`src/hdl/isa_pkg.sv`:
```
package isa_pkg;

    localparam int isa_width       = 32;       // data path and pc width
    localparam int reg_idx_width   = 5;        // register file index
    localparam int alu_ctrl_width  = 4;        // alu operation code
    localparam int jump_addr_width = 26;       // j / jal target field
    localparam int opcode_width    = 6;        // instruction[31:26]
    localparam int funct_width     = 6;        // instruction[5:0]
    localparam int imm_width       = 16;       // instruction[15:0]
    localparam int shamt_width     = 5;        // instruction[10:6]

    localparam logic [reg_idx_width-1:0] link_reg = 5'd31; // jal return address goes here

    typedef enum logic [opcode_width-1:0] {
        op_r_type = 6'h00,                     // funct picks the operation
        op_j      = 6'h02,
        op_jal    = 6'h03,
        op_beq    = 6'h04,
        op_bne    = 6'h05,
        op_addi   = 6'h08,
        op_slti   = 6'h0a,
        op_andi   = 6'h0c,
        op_ori    = 6'h0d,
        op_lui    = 6'h0f,
        op_lw     = 6'h23,
        op_sw     = 6'h2b
    } opcode_e;

    typedef enum logic [funct_width-1:0] {
        fn_sll = 6'h00,                        // shift by shamt, not by rs
        fn_srl = 6'h02,
        fn_jr  = 6'h08,
        fn_add = 6'h20,
        fn_sub = 6'h22,
        fn_and = 6'h24,
        fn_or  = 6'h25,
        fn_slt = 6'h2a
    } funct_e;

    typedef enum logic [alu_ctrl_width-1:0] {
        alu_add, alu_sub, alu_and, alu_or, alu_slt,
        alu_sll, alu_srl,
        alu_lui,                               // operand_2 comes in already shifted up
        alu_pass                               // forwards operand_1 untouched
    } alu_op_e;

endpackage

```
`src/hdl/pipe_pkg.sv`:
```
package pipe_pkg;

    localparam int hazd_hold_bit  = 0;         // keep the id/ex contents
    localparam int hazd_no_op_bit = 1;         // bubble into ex

    typedef struct packed {
        logic                  i_type;         // alu / load with immediate operand
        logic                  r_type;         // register-register, jr excluded
        logic                  j;
        logic                  jr;
        logic                  jal;
        logic                  branch;         // beq or bne
        logic                  store;
        logic                  reg_write;
        logic [1:0]            mem_control;    // [0] write, [1] read
        isa_pkg::alu_op_e      alu_op;
        logic                  condition_satisfied; // branch compare result
    } id_ctrl_t;

    typedef struct packed {
        logic                                  no_op;       // squash side effects in ex
        logic                                  reg_write;
        logic [1:0]                            mem_control;
        isa_pkg::alu_op_e                      alu_op;
        logic [isa_pkg::shamt_width-1:0]       shamt;
        logic [isa_pkg::isa_width-1:0]         operand_1;
        logic [isa_pkg::isa_width-1:0]         operand_2;
        logic [isa_pkg::isa_width-1:0]         store_data;  // rt value for sw
        logic [isa_pkg::reg_idx_width-1:0]     reg_1_idx;   // for forwarding
        logic [isa_pkg::reg_idx_width-1:0]     reg_2_idx;
        logic [isa_pkg::reg_idx_width-1:0]     dest_idx;
    } ex_bundle_t;

    typedef struct packed {
        logic                                  pc_offset;      // taken branch
        logic                                  pc_overload;    // j, jal, jr
        logic [isa_pkg::isa_width-1:0]         overload_value; // absolute target
        logic [isa_pkg::isa_width-1:0]         offset_value;   // branch displacement
    } redirect_t;

    typedef struct packed {
        logic                                  reg_write;
        logic [1:0]                            mem_control;
        logic [isa_pkg::isa_width-1:0]         alu_result;     // also the memory address
        logic [isa_pkg::isa_width-1:0]         store_data;
        logic [isa_pkg::reg_idx_width-1:0]     dest_idx;
    } mem_bundle_t;

endpackage

```
`src/hdl/decode_execute.sv`:
```
`timescale 1ns/1ps

module decode_execute (
    input  logic                              clk,
    input  logic                              rst_n,
    input  logic [isa_pkg::isa_width-1:0]     instruction,
    input  logic [isa_pkg::isa_width-1:0]     pc,
    input  logic [isa_pkg::isa_width-1:0]     reg_1_value,
    input  logic [isa_pkg::isa_width-1:0]     reg_2_value,
    input  logic [1:0]                        hazard_control,
    input  logic                              id_no_op,
    output pipe_pkg::redirect_t                redirect,      // to fetch
    output logic [isa_pkg::reg_idx_width-1:0] ex_reg_1_idx,  // to forwarding unit
    output logic [isa_pkg::reg_idx_width-1:0] ex_reg_2_idx,
    output logic [isa_pkg::reg_idx_width-1:0] ex_dest_idx,   // forwarding and hazard units
    output pipe_pkg::mem_bundle_t              mem
);

    pipe_pkg::id_ctrl_t            id_ctrl;
    logic [isa_pkg::isa_width-1:0] immediate;
    pipe_pkg::ex_bundle_t          ex;

    decode_unit decode_unit0 (
        .instruction(instruction), .reg_1_value(reg_1_value), .reg_2_value(reg_2_value),
        .id_ctrl(id_ctrl), .immediate(immediate)
    );

    id_ex_reg id_ex_reg0 (
        .clk(clk), .rst_n(rst_n), .hazard_control(hazard_control), .id_no_op(id_no_op),
        .instruction(instruction), .pc(pc), .reg_1_value(reg_1_value),
        .reg_2_value(reg_2_value), .id_ctrl(id_ctrl), .immediate(immediate),
        .ex(ex), .redirect(redirect)
    );

    execute_unit execute_unit0 (
        .clk(clk), .rst_n(rst_n), .ex(ex), .mem(mem)
    );

    assign ex_reg_1_idx = ex.reg_1_idx;
    assign ex_reg_2_idx = ex.reg_2_idx;
    assign ex_dest_idx  = ex.dest_idx;

endmodule

```
`src/hdl/decode_unit.sv`:
```
`timescale 1ns/1ps

module decode_unit (
    input  logic [isa_pkg::isa_width-1:0] instruction,
    input  logic [isa_pkg::isa_width-1:0] reg_1_value,  // rs value from the register file
    input  logic [isa_pkg::isa_width-1:0] reg_2_value,  // rt value
    output pipe_pkg::id_ctrl_t             id_ctrl,
    output logic [isa_pkg::isa_width-1:0] immediate
);

    isa_pkg::opcode_e                opcode;
    isa_pkg::funct_e                 funct;
    logic [isa_pkg::imm_width-1:0]   imm16;
    logic                            regs_equal;

    assign opcode     = isa_pkg::opcode_e'(instruction[31:26]);
    assign funct      = isa_pkg::funct_e'(instruction[5:0]);
    assign imm16      = instruction[isa_pkg::imm_width-1:0];
    assign regs_equal = (reg_1_value == reg_2_value);

    always_comb begin
        id_ctrl        = '0;                           // unknown opcodes decode as a bubble
        id_ctrl.alu_op = isa_pkg::alu_pass;
        unique case (opcode)
            isa_pkg::op_r_type: begin
                id_ctrl.r_type    = 1'b1;
                id_ctrl.reg_write = 1'b1;
                unique case (funct)
                    isa_pkg::fn_add: id_ctrl.alu_op = isa_pkg::alu_add;
                    isa_pkg::fn_sub: id_ctrl.alu_op = isa_pkg::alu_sub;
                    isa_pkg::fn_and: id_ctrl.alu_op = isa_pkg::alu_and;
                    isa_pkg::fn_or:  id_ctrl.alu_op = isa_pkg::alu_or;
                    isa_pkg::fn_slt: id_ctrl.alu_op = isa_pkg::alu_slt;
                    isa_pkg::fn_sll: id_ctrl.alu_op = isa_pkg::alu_sll;
                    isa_pkg::fn_srl: id_ctrl.alu_op = isa_pkg::alu_srl;
                    isa_pkg::fn_jr: begin
                        id_ctrl.r_type    = 1'b0;      // jr is its own class
                        id_ctrl.jr        = 1'b1;
                        id_ctrl.reg_write = 1'b0;
                    end
                    default: begin
                        id_ctrl.r_type    = 1'b0;
                        id_ctrl.reg_write = 1'b0;
                    end
                endcase
            end
            isa_pkg::op_j:   id_ctrl.j = 1'b1;
            isa_pkg::op_jal: begin
                id_ctrl.jal       = 1'b1;
                id_ctrl.reg_write = 1'b1;
                id_ctrl.alu_op    = isa_pkg::alu_add;  // pc + 4 into the link register
            end
            isa_pkg::op_beq, isa_pkg::op_bne: id_ctrl.branch = 1'b1;
            isa_pkg::op_addi, isa_pkg::op_slti, isa_pkg::op_andi,
            isa_pkg::op_ori, isa_pkg::op_lui, isa_pkg::op_lw: begin
                id_ctrl.i_type    = 1'b1;
                id_ctrl.reg_write = 1'b1;
                case (opcode)                          // operation within the i-type group
                    isa_pkg::op_slti: id_ctrl.alu_op = isa_pkg::alu_slt;
                    isa_pkg::op_andi: id_ctrl.alu_op = isa_pkg::alu_and;
                    isa_pkg::op_ori:  id_ctrl.alu_op = isa_pkg::alu_or;
                    isa_pkg::op_lui:  id_ctrl.alu_op = isa_pkg::alu_lui;
                    default:          id_ctrl.alu_op = isa_pkg::alu_add; // addi, lw address
                endcase
                if (opcode == isa_pkg::op_lw)
                    id_ctrl.mem_control = 2'b10;       // read
            end
            isa_pkg::op_sw: begin
                id_ctrl.store       = 1'b1;
                id_ctrl.mem_control = 2'b01;           // write
                id_ctrl.alu_op      = isa_pkg::alu_add;
            end
            default: ;
        endcase
        id_ctrl.condition_satisfied = (opcode == isa_pkg::op_beq) ?  regs_equal :
                                      (opcode == isa_pkg::op_bne) ? !regs_equal : 1'b0;
    end

    always_comb begin
        case (opcode)
            isa_pkg::op_andi, isa_pkg::op_ori:             // logical ops zero-extend
                immediate = {{(isa_pkg::isa_width-isa_pkg::imm_width){1'b0}}, imm16};
            isa_pkg::op_lui:
                immediate = {imm16, {isa_pkg::imm_width{1'b0}}};
            default:
                immediate = {{(isa_pkg::isa_width-isa_pkg::imm_width){imm16[15]}}, imm16};
        endcase
    end

endmodule

```
`src/hdl/execute_unit.sv`:
```
`timescale 1ns/1ps

module execute_unit (
    input  logic                 clk,
    input  logic                 rst_n,
    input  pipe_pkg::ex_bundle_t ex,
    output pipe_pkg::mem_bundle_t mem
);

    logic [isa_pkg::isa_width-1:0] alu_result;
    logic                          less_than;      // signed compare for slt / slti

    assign less_than = $signed(ex.operand_1) < $signed(ex.operand_2);

    always_comb begin
        unique case (ex.alu_op)
            isa_pkg::alu_add:  alu_result = ex.operand_1 + ex.operand_2;
            isa_pkg::alu_sub:  alu_result = ex.operand_1 - ex.operand_2;
            isa_pkg::alu_and:  alu_result = ex.operand_1 & ex.operand_2;
            isa_pkg::alu_or:   alu_result = ex.operand_1 | ex.operand_2;
            isa_pkg::alu_slt:  alu_result = {{(isa_pkg::isa_width-1){1'b0}}, less_than};
            isa_pkg::alu_sll:  alu_result = ex.operand_2 << ex.shamt;  // rt shifted
            isa_pkg::alu_srl:  alu_result = ex.operand_2 >> ex.shamt;  // logical, zero fill
            isa_pkg::alu_lui:  alu_result = ex.operand_2;   // decode did the shift
            isa_pkg::alu_pass: alu_result = ex.operand_1;
            default:           alu_result = '0;
        endcase
    end

    always_ff @(posedge clk) begin
        if (!rst_n) begin
            mem <= '0;
        end else begin
            mem.reg_write   <= ex.reg_write & ~ex.no_op;          // bubble never commits
            mem.mem_control <= ex.no_op ? 2'b00 : ex.mem_control;
            mem.alu_result  <= alu_result;                         // data moves regardless
            mem.store_data  <= ex.store_data;
            mem.dest_idx    <= ex.dest_idx;
        end
    end

    // a load and a store from one decoded instruction would be a decode fault
    assert property (@(posedge clk) disable iff (!rst_n) mem.mem_control != 2'b11)
        else $error("execute_unit: memory read and write requested together");

endmodule

```
`src/hdl/id_ex_reg.sv`:
```
`timescale 1ns/1ps

module id_ex_reg (
    input  logic                          clk,
    input  logic                          rst_n,
    input  logic [1:0]                    hazard_control, // from the hazard unit
    input  logic                          id_no_op,       // id stage already killed this slot
    input  logic [isa_pkg::isa_width-1:0] instruction,
    input  logic [isa_pkg::isa_width-1:0] pc,
    input  logic [isa_pkg::isa_width-1:0] reg_1_value,
    input  logic [isa_pkg::isa_width-1:0] reg_2_value,
    input  pipe_pkg::id_ctrl_t             id_ctrl,
    input  logic [isa_pkg::isa_width-1:0] immediate,
    output pipe_pkg::ex_bundle_t           ex,
    output pipe_pkg::redirect_t            redirect
);

    logic [isa_pkg::reg_idx_width-1:0] rs, rt, rd;
    logic [isa_pkg::isa_width-1:0]     pc_4;
    logic                              j_normal;       // j or jal, both use the 26-bit target
    logic                              i_abnormal;     // store or branch, no rt write
    pipe_pkg::ex_bundle_t              ex_next;
    pipe_pkg::redirect_t               redirect_next;

    assign rs         = instruction[25:21];
    assign rt         = instruction[20:16];
    assign rd         = instruction[15:11];
    assign pc_4       = pc + 32'd4;
    assign j_normal   = id_ctrl.j | id_ctrl.jal;
    assign i_abnormal = id_ctrl.store | id_ctrl.branch;

    always_comb begin
        redirect_next.pc_offset      = id_ctrl.branch & id_ctrl.condition_satisfied;
        redirect_next.pc_overload    = j_normal | id_ctrl.jr;
        redirect_next.overload_value = j_normal ?
            {pc_4[isa_pkg::isa_width-1:isa_pkg::jump_addr_width+2],  // keep the pc+4 region
             instruction[isa_pkg::jump_addr_width-1:0], 2'b00} :
            reg_1_value;                                // jr target
        redirect_next.offset_value   = immediate;

        ex_next.no_op       = hazard_control[pipe_pkg::hazd_no_op_bit] | id_no_op;
        ex_next.reg_write   = id_ctrl.reg_write;
        ex_next.mem_control = id_ctrl.mem_control;
        ex_next.alu_op      = id_ctrl.alu_op;
        ex_next.shamt       = instruction[10:6];
        ex_next.operand_1   = id_ctrl.jal ? pc : reg_1_value;   // jal computes pc + 4
        if (id_ctrl.i_type | id_ctrl.store)
            ex_next.operand_2 = immediate;              // sw address is base + offset
        else if (id_ctrl.jal)
            ex_next.operand_2 = 32'd4;
        else
            ex_next.operand_2 = reg_2_value;
        ex_next.store_data  = reg_2_value;
        ex_next.reg_1_idx   = j_normal ? '0 : rs;      // jumps read no register
        ex_next.reg_2_idx   = (id_ctrl.r_type | i_abnormal) ? rt : '0;
        if (id_ctrl.jal)
            ex_next.dest_idx = isa_pkg::link_reg;
        else if (id_ctrl.jr)
            ex_next.dest_idx = rs;                      // reg_write is 0, index kept for hazards
        else if (i_abnormal)
            ex_next.dest_idx = '0;
        else if (id_ctrl.i_type)
            ex_next.dest_idx = rt;
        else if (id_ctrl.r_type)
            ex_next.dest_idx = rd;
        else
            ex_next.dest_idx = '0;                      // j and unknown opcodes
    end

    always_ff @(posedge clk) begin
        if (!rst_n) begin
            ex       <= '0;
            redirect <= '0;
        end else if (hazard_control[pipe_pkg::hazd_hold_bit]) begin
            ex.no_op <= ex_next.no_op;                  // bubble request still gets through
        end else begin
            ex       <= ex_next;
            redirect <= redirect_next;
        end
    end

    // fetch can follow only one redirect per cycle
    assert property (@(posedge clk) disable iff (!rst_n)
                     !(redirect.pc_offset && redirect.pc_overload))
        else $error("id_ex_reg: branch and jump redirect both set");

endmodule

```
`config.mk`:
```
export PLATFORM = sky130hd
export DESIGN_NAME = decode_execute
export DESIGN_NICKNAME = d
export VERILOG_FILES = /design/src/hdl/isa_pkg.sv /design/src/hdl/pipe_pkg.sv /design/src/hdl/decode_execute.sv /design/src/hdl/decode_unit.sv /design/src/hdl/execute_unit.sv /design/src/hdl/id_ex_reg.sv
export SDC_FILE = /design/constraint.sdc
export NUM_CORES = 1
export LEC_CHECK = 0
export ABC_CLOCK_PERIOD_IN_PS = 3600
export BUFFER_PORTS_ARGS = -buffer_cell sky130_fd_sc_hd__buf_2
export CAP_MARGIN = 20
export CORE_MARGIN = 1
export CORE_UTILIZATION = 40
export CTS_CLUSTER_SIZE = 25
export DETAILED_ROUTE_END_ITERATION = 16
export GPL_TIMING_DRIVEN = 0
export PLACE_DENSITY_LB_ADDON = 0.08
export SYNTH_ARGS = -nofsm -noshare
export SYNTH_HDL_FRONTEND = slang
export SYNTH_SLANG_ARGS = --single-unit
```
`constraint.sdc`:
```
create_clock -name clk -period 3.6 [get_ports clk]
set_input_delay 0.18 -clock clk [delete_from_list [all_inputs] [get_ports clk]]
set_output_delay 0.18 -clock clk [all_outputs]
set_load 0.05 [all_outputs]
```
==> summary.txt, run 1 <==
Clocking
  – Clock transition at path regs: 0.07 ns
  – CTS Buf Count: 30
  – Worst skew pair latency: 0.59 ns
  – Clock tree buffer depth: 3
  – CTS tree: yes
  – Sink Count: 262
  – H-tree depth: 1
  – CTS Root Cell: clkbuf_16

Power
  – Final Power: 9.339 mW
  – VDD IR max: 0.3814 mV
  – NetSw: 3.558 mW
  – Switching power share of the total: 0.3810
  – Sequential power share: 0.350
  – PwrDens: 418.3 nW/um^2
  – Clock share of power: 0.338
  – Lkg Pwr: 9.317 nW
  – Power Internal: 5.781 mW
  – Combinational share of power: 0.312

Setup path
  – Setup crit start: id_ex_reg0.ex[79]
  – Worst Setup Start Kind: flip-flop
  – Worst Path Required: 4.00 ns
  – Nature of the critical path endpoint: flip-flop
  – WS Path Type: reg2reg
  – Slowest stage delay, CP: 0.45 ns
  – Worst r2r dst: execute_unit0.mem[61]
  – R2R Path Start: id_ex_reg0.ex[79]
  – R2R depth: 13
  – Slowest cell on crit path: fa_1
  – Critical path arrival: 4.05 ns
  – FF-to-FF setup slack: -0.06 ns
  – CP dominant cell by count: o21ai_2
  – CP Max Fanout: 5
  – Crit path cell chain: inv_1 > ha_1 > fa_1 > o21bai_1 > a221oi_1 > o21bai_2 > a31oi_2 > o21ai_2 > a21o_1 > a21boi_0 > a221o_1 > o21ai_2 > a31oi_1

Logic synthesis
  – Compound-cell area share of the yosys netlist: 0.2788
  – Mapped Avg Cell Area: 7.549 sq um
  – Largest family of logic cells by synthesized area: compound AO/OA/AOI/OAI gates
  – Sequential element share of the synthesized area: 0.2858
  – Synth Area in XOR/XNOR: 0.02529
  – Post-synthesis async set-or-reset flop share: 0
  – Number of synthesized flops with an enable pin: 0
  – Synthesized instance count: 2431
  – Syn_nets: 2662
  – Count of different cell masters after synthesis: 79
  – Synth Area in Simple Gates: 0.2038
  – Synth Cell Area: 18350 sq um
  – Seq cells post-synth: 262
  – Multiplexer share of the synthesized area: 0.07036
  – Most used DFF post-synth: dfxtp_1
  – Synth warnings: 0
  – Post-Synth Adder-Cell Area: 0.06763

GRT
  – Global-route wire length before repair: 142200 um
  – Via count of the first global-routing pass: 20460
  – Grt total ovfl: 0
  – Largest net degree at the start of global routing: 15
  – Initial antenna violation count: 9
  – GRT Total Usage: 0.4177

Hold path
  – Hold WC Path Type: in2reg
  – Hold Startpoint: reg_2_value[8]
  – Worst Hold End: id_ex_reg0.ex[23]
  – Hold Path Depth: 3

Die
  – Floorplan die height: 216.2 um
  – CORE AREA: 45280 sq um
  – Die Wd: 216.2 um
  – Initial Util: 0.4053
  – I/O pins: 286
  – Die area: 46740 sq um
  – Row count: 78

Run
  – Max Cap Violations: 0

STA
  – Max-slew violation count: 0
  – Fmax achieved: 273.2 MHz
  – Hold slack: 0.02024 ns
  – Clock Skews: 0.01953 ns
  – Worst-Margin Slew: 1.276 ns
  – Final hold viol count: 0
  – RSZ-0062 raised after global routing: true
  – Final period util: 1.017
  – Period minus WS final: 3.660 ns
  – Setup violators final: 3
  – Fin worst setup slack: -0.05970 ns
  – Slew headroom: 0.1413

Routing
  – Routed length on met1: 38290 um
  – # DRC: 0
  – Vias after detailed routing: 21480
  – Met3 WL: 9529 um
  – Final WL: 101500 um
  – First-pass DRT Iterations: 7
  – Post-route ant nets: 0
  – DRT iter0 DRCs: 2348
  – DR WL/cell: 29.75 um
  – Met2 Wirelength: 45090 um
  – DR top layer: met5
  – Via density: 6.294

Status
  – Violated checks: setup timing
  – Status: finished with violations

Placed design
  – Place WS: -0.7070 ns
  – DP Area: 20530 sq um
  – Port Buffers: 278
  – DPL Wire Length: 80900 um
  – Final GP Congestion: 1.055

Finish
  – Fillers: 4620
  – Post-route cell area: 22330 sq um
  – P&R area growth vs syn: 21.66%
  – Nets: 3017
  – Share of cells above drive strength 1: 0.1674
-- final cells by class --
type / instances / area, sq um / area share
Inverter: 109 / 409.1 / 0.01832
Buffer: 200 / 842.1 / 0.03771
Clock buffer: 44 / 914.6 / 0.04096
Multi-Input combinational cell: 1853 / 12130 / 0.5431
Timing Repair Buffer: 330 / 1899 / 0.08507
Tap cell: 600 / 750.7 / 0.03362
Antenna cell: 4 / 10.01 / 0.0004483
Sequential cell: 262 / 5289 / 0.2369
Clock inverter: 10 / 87.58 / 0.003923
-- cells in the mapped netlist (all sizes together) (3+ instances only) --
cell type  number  share of area
o21bai         19         0.0078
o221ai         11         0.0052
nor3           31         0.0085
o311ai          7         0.0033
a21o           13         0.0053
or4             4         0.0018
a221o          31          0.017
dfxtp         262           0.29
a311oi          4         0.0019
nor4b           3         0.0018
o21a           11         0.0049
o22ai          22         0.0075
inv           108          0.022
o41ai           5         0.0028
o311a           3         0.0016
mux4            6         0.0074
mux2i          93          0.051
nand4          16         0.0055
o211ai         18         0.0074
o31ai          16         0.0065
a221oi         34          0.016
mux2           20          0.012
xnor2          19         0.0091
o31a            7         0.0033
nand3          20         0.0055
a211o           7         0.0033
nand2b         15         0.0051
nor2b          82          0.028
nor2          215          0.044
and3           54          0.018
nor3b           3         0.0012
nor4           29         0.0099
clkbuf        164          0.034
ha             96          0.065
buf            43          0.012
nand3b          3         0.0012
a31oi          26         0.0089
and2           59          0.020
a21oi         262          0.072
nand2         245          0.050
a211oi         85          0.035
or3             3         0.0010
o21ai         161          0.044
a22oi          30          0.012
xor2           34          0.016
-- placed cells by master, fill, tap and decap left out, types with 34 or more instances in the layout --
master | netlist | final
buf_2 | 3 | 284
a21oi_1 | 260 | 256
nand2_1 | 245 | 245
dfxtp_1 | 262 | 239
nor2_1 | 215 | 214
o21ai_0 | 161 | 157
clkbuf_1 | 164 | 145
inv_1 | 105 | 105
mux2i_1 | 93 | 93
ha_1 | 96 | 88
a211oi_1 | 84 | 83
nor2b_1 | 82 | 82
and2_1 | 59 | 59
and3_1 | 54 | 54
dlygate4sd3_1 | 0 | 48
a221oi_1 | 34 | 34
xor2_1 | 34 | 34
-- sequential cells by signal (all words and copies together), names as in the netlist --
register / cells
id_ex_reg0.ex: 124
execute_unit0.mem: 72
id_ex_reg0.redirect: 66
-- power by group through the flow --
stage	Sequential [mW]	Combinational (mW)	Clock [mW]
finish	3.27	2.91	3.16
floorplan	3.58	1.40	0
global route	3.28	3.03	3.29
detailed placement	3.32	2.69	0
CTS	3.26	2.77	3.17
global placement	3.31	2.69	0
-- critical path: cells and delay by family, from the launching register on --
family	cells	cell delay (ns)
AOI/OAI and AO/OA	10	2.32
DFF	1	0.37
buffers and inverters	1	0.10
adders and majority gates	2	0.66
-- worst max path at each step --
stage	end	slack (ns)	cells after the start
CTS	execute_unit0.mem[61]	-0.19	11
detailed placement	execute_unit0.mem[61]	-0.71	13
global route	execute_unit0.mem[61]	-0.04	11
floorplan	execute_unit0.mem[68]	0.71	12
finish	execute_unit0.mem[61]	-0.06	13
global placement	execute_unit0.mem[61]	-0.66	13
-- repair_timing --
item | in CTS | in global routing
hold endpoints to repair | 62 | 0
pin swaps | 0 | 3
setup endpoints to repair | 27 | 18
resized for setup | 53 | 50
buffers inserted | 0 | 1
hold buffers | 48 | 0
-- cells by family (layout without fill, tap and decap cells) --
kind of cell,after synthesis,after routing
DFF,262,262
adders and majority gates,98,98
buffers and inverters,316,693
and+or+nand+nor,786,786
muxes,119,119
xor gates and xnor gates,53,53
AOI/OAI and AO/OA,797,797
other,0,4
-- metrics by stage --
stage	utilization	instances	setup TNS (ns)
6_report	0.4931	3412	-0.09485
5_1_grt	0.4928	3408	-0.06284
4_1_cts	0.4890	3411	-0.2418
3_5_place_dp	0.4533	3312	-7.148
3_3_place_gp	0.4526	3309	-10.99
2_1_floorplan	-	2431	0
-- metal layers --
metal	vias up	GRT usage
met3	404	0.08575
met4	16	0.2864
met5	-	0
met1	10230	0.4973
met2	1382	0.6755
li1	9443	-
(Power assumes the default switching activity.)
==> inputs of run 2 (changes only) <==
--- a/config.mk
+++ b/config.mk
@@ -5,7 +5,7 @@
 export SDC_FILE = /design/constraint.sdc
 export NUM_CORES = 1
 export LEC_CHECK = 0
-export ABC_CLOCK_PERIOD_IN_PS = 3600
+export ABC_CLOCK_PERIOD_IN_PS = 3000
 export BUFFER_PORTS_ARGS = -buffer_cell sky130_fd_sc_hd__buf_2
 export CAP_MARGIN = 20
 export CORE_MARGIN = 1
==> constraint.sdc (replaced) <==
create_clock -name clk -period 3 [get_ports clk]
set_input_delay 0.15 -clock clk [delete_from_list [all_inputs] [get_ports clk]]
set_output_delay 0.15 -clock clk [all_outputs]
set_load 0.05 [all_outputs]
==> summary.txt, run 2 (synthesized netlist as in run 1, its figures left out) <==
Die
  – Die area: 46740 sq um (unchanged)
  – Row count: 78 (unchanged)
  – Initial Util: 0.4053 (unchanged)
  – I/O pins: 286 (unchanged)
  – Floorplan die height: 216.2 um (unchanged)
  – CORE AREA: 45280 sq um (unchanged)
  – Die Wd: 216.2 um (unchanged)

Clocking
  – Clock transition at path regs: 0.06 ns (about the same)
  – CTS Buf Count: 30 (unchanged)
  – Clock tree buffer depth: 3 (unchanged)
  – H-tree depth: 1 (unchanged)
  – Worst skew pair latency: 0.59 ns (about the same)
  – CTS tree: yes
  – CTS Root Cell: clkbuf_16
  – Sink Count: 262 (unchanged)

Power
  – Final Power: 11.64 mW (+25%)
  – VDD IR max: 0.4593 mV (+20%)
  – PwrDens: 488.2 nW/um^2 (+17%)
  – Lkg Pwr: 9.913 nW (+6.4%)

GRT
  – GRT Total Usage: 0.4291 (+0.01141)
  – Via count of the first global-routing pass: 21010 (+2.6%)
  – Initial antenna violation count: 6 (-3)
  – Largest net degree at the start of global routing: 15 (unchanged)
  – Grt total ovfl: 0 (unchanged)
  – Global-route wire length before repair: 145900 um (+2.6%)

Finish
  – Top reg by flops: id_ex_reg0.ex
  – Share of cells above drive strength 1: 0.2397 (+0.07229)
  – Commonest cells after routing, fill and taps aside: buf_2, nand2_1, a21oi_1
  – Nets: 3088 (+2.4%)
  – Most common cell after layout, fill and taps aside: buf_2
  – P&R area growth vs syn: 29.96%
  – Post-route cell area: 23850 sq um (+6.8%)
  – Max FFs per register: 124 (unchanged)
  – Largest registers: id_ex_reg0.ex x124, execute_unit0.mem x72, id_ex_reg0.redirect x66

Placed design
  – DPL Wire Length: 80900 um (unchanged)
  – DP Area: 20530 sq um (unchanged)
  – Place WS: -1.307 ns (-0.6000 ns)
  – Final GP Congestion: 1.055 (unchanged)
  – Port Buffers: 278 (unchanged)

STA
  – Clock Skews: 0.01677 ns (-0.002755 ns)
  – Setup TNS: -1.847 ns (-1.752 ns)
  – Worst-Margin Slew: 1.145 ns (-0.1318 ns)
  – Final hold viol count: 0 (unchanged)
  – Setup violators final: 13 (+10)
  – Hold slack: 0.02295 ns (+0.002707 ns)
  – Period minus WS final: 3.302 ns (-0.3572 ns)
  – RSZ-0062 raised after global routing: true
  – Slew headroom: 0.2370 (+0.09570)
  – Fin worst setup slack: -0.3025 ns (-0.2428 ns)
  – Fmax achieved: 302.8 MHz (+11%)
  – Max-slew violation count: 0 (unchanged)
  – Final period util: 1.101 (+0.08423)

Setup path
  – Critical path arrival: 3.73 ns (-0.32 ns)
  – R2R Path Start: id_ex_reg0.ex[112]
  – Worst Path Required: 3.43 ns (-0.57 ns)
  – Setup crit start: id_ex_reg0.ex[112]
  – Nature of the critical path endpoint: flip-flop
  – WS Path Type: reg2reg
  – CP Max Fanout: 10 (+5)
  – Worst Setup Start Kind: flip-flop

Hold path
  – Hold Startpoint: reg_1_value[29]
  – Hold WC Path Type: in2reg

Routing
  – Vias after detailed routing: 21950 (+2.2%)
  – Via density: 6.301 (+0.11%)
  – Post-route ant nets: 0 (unchanged)
  – First-pass DRT Iterations: 6 (-1)
  – Final WL: 104300 um (+2.8%)
  – DR WL/cell: 29.94 um (+0.66%)
  – DRT iter0 DRCs: 2673 (+14%)
  – # DRC: 0 (unchanged)

Run
  – Max Cap Violations: 0 (unchanged)

Status
  – Status: finished with violations
  – Violated checks: setup timing
-- run 2: per-stage QoR --
stage,cells,util
2_1_floorplan,2431,-
3_3_place_gp,3309,0.4526
3_5_place_dp,3312,0.4533
4_1_cts,3458,0.5107
5_1_grt,3479,0.5265
6_report,3483,0.5267
-- run 2: layout make-up --
type | instances | area [sq um]
clock inverter | 10 | 87.58
sequential | 262 | 5341
antenna | 4 | 10.01
inverter | 109 | 455.4
multi-input combinational | 1853 | 12880
timing repair buffer | 405 | 2517
buffer | 196 | 895.9
clock buffer | 44 | 914.6
fill | 4485 | 21430
tap | 600 | 750.7
-- run 2: path summary, 6_finish.rpt --
check / to / slack [ns] / depth (start not counted)
worst max register to register: execute_unit0.mem[56] / -0.30 / 10
worst max-delay path: execute_unit0.mem[56] / -0.30 / 10
worst min-delay path: id_ex_reg0.ex[108] / 0.02 / 3
worst min register to register: execute_unit0.mem[27] / 0.46 / 1
-- run 2: what timing repair did --
| item | 4_1_cts | 5_1_grt |
|---|---|---|
| endpoints found under the hold margin | 84 | 0 |
| pin swaps | 38 | 57 |
| setup endpoints to repair | 32 | 31 |
| resized for setup | 209 | 161 |
| buffers inserted | 43 | 24 |
| hold buffers | 58 | 0 |
-- run 2: critical path, stage by stage, from the launching register on --
cell	delay (ns)
dfxtp_1	0.33
clkbuf_2	0.29
clkbuf_2	0.33
mux2i_1	0.36
mux2i_1	0.29
o21ai_0	0.45
nor2_1	0.07
nor2_1	0.21
o211ai_1	0.26
a2111oi_1	0.46
nor3_1	0.09
-- run 2: metal layers --
| metal | share of wire | global-route usage | vias to the layer above |
|---|---|---|---|
| li1 | - | - | 9594 |
| met1 | 0.37 | 0.5093 | 10480 |
| met2 | 0.44 | 0.6891 | 1468 |
| met3 | 0.10 | 0.08954 | 394 |
| met4 | 0.087 | 0.3066 | 10 |
| met5 | 0.00068 | 0 | - |
-- run 2: report_power, final --
group          internal (mW)  leakage (nW)  total (mW)  switching [mW]
clock network           2.18         0.482        3.78            1.60
registers               3.69          2.18        3.90           0.206
logic                   1.30          7.26        3.96            2.66
total                   7.18          9.91        11.6            4.47
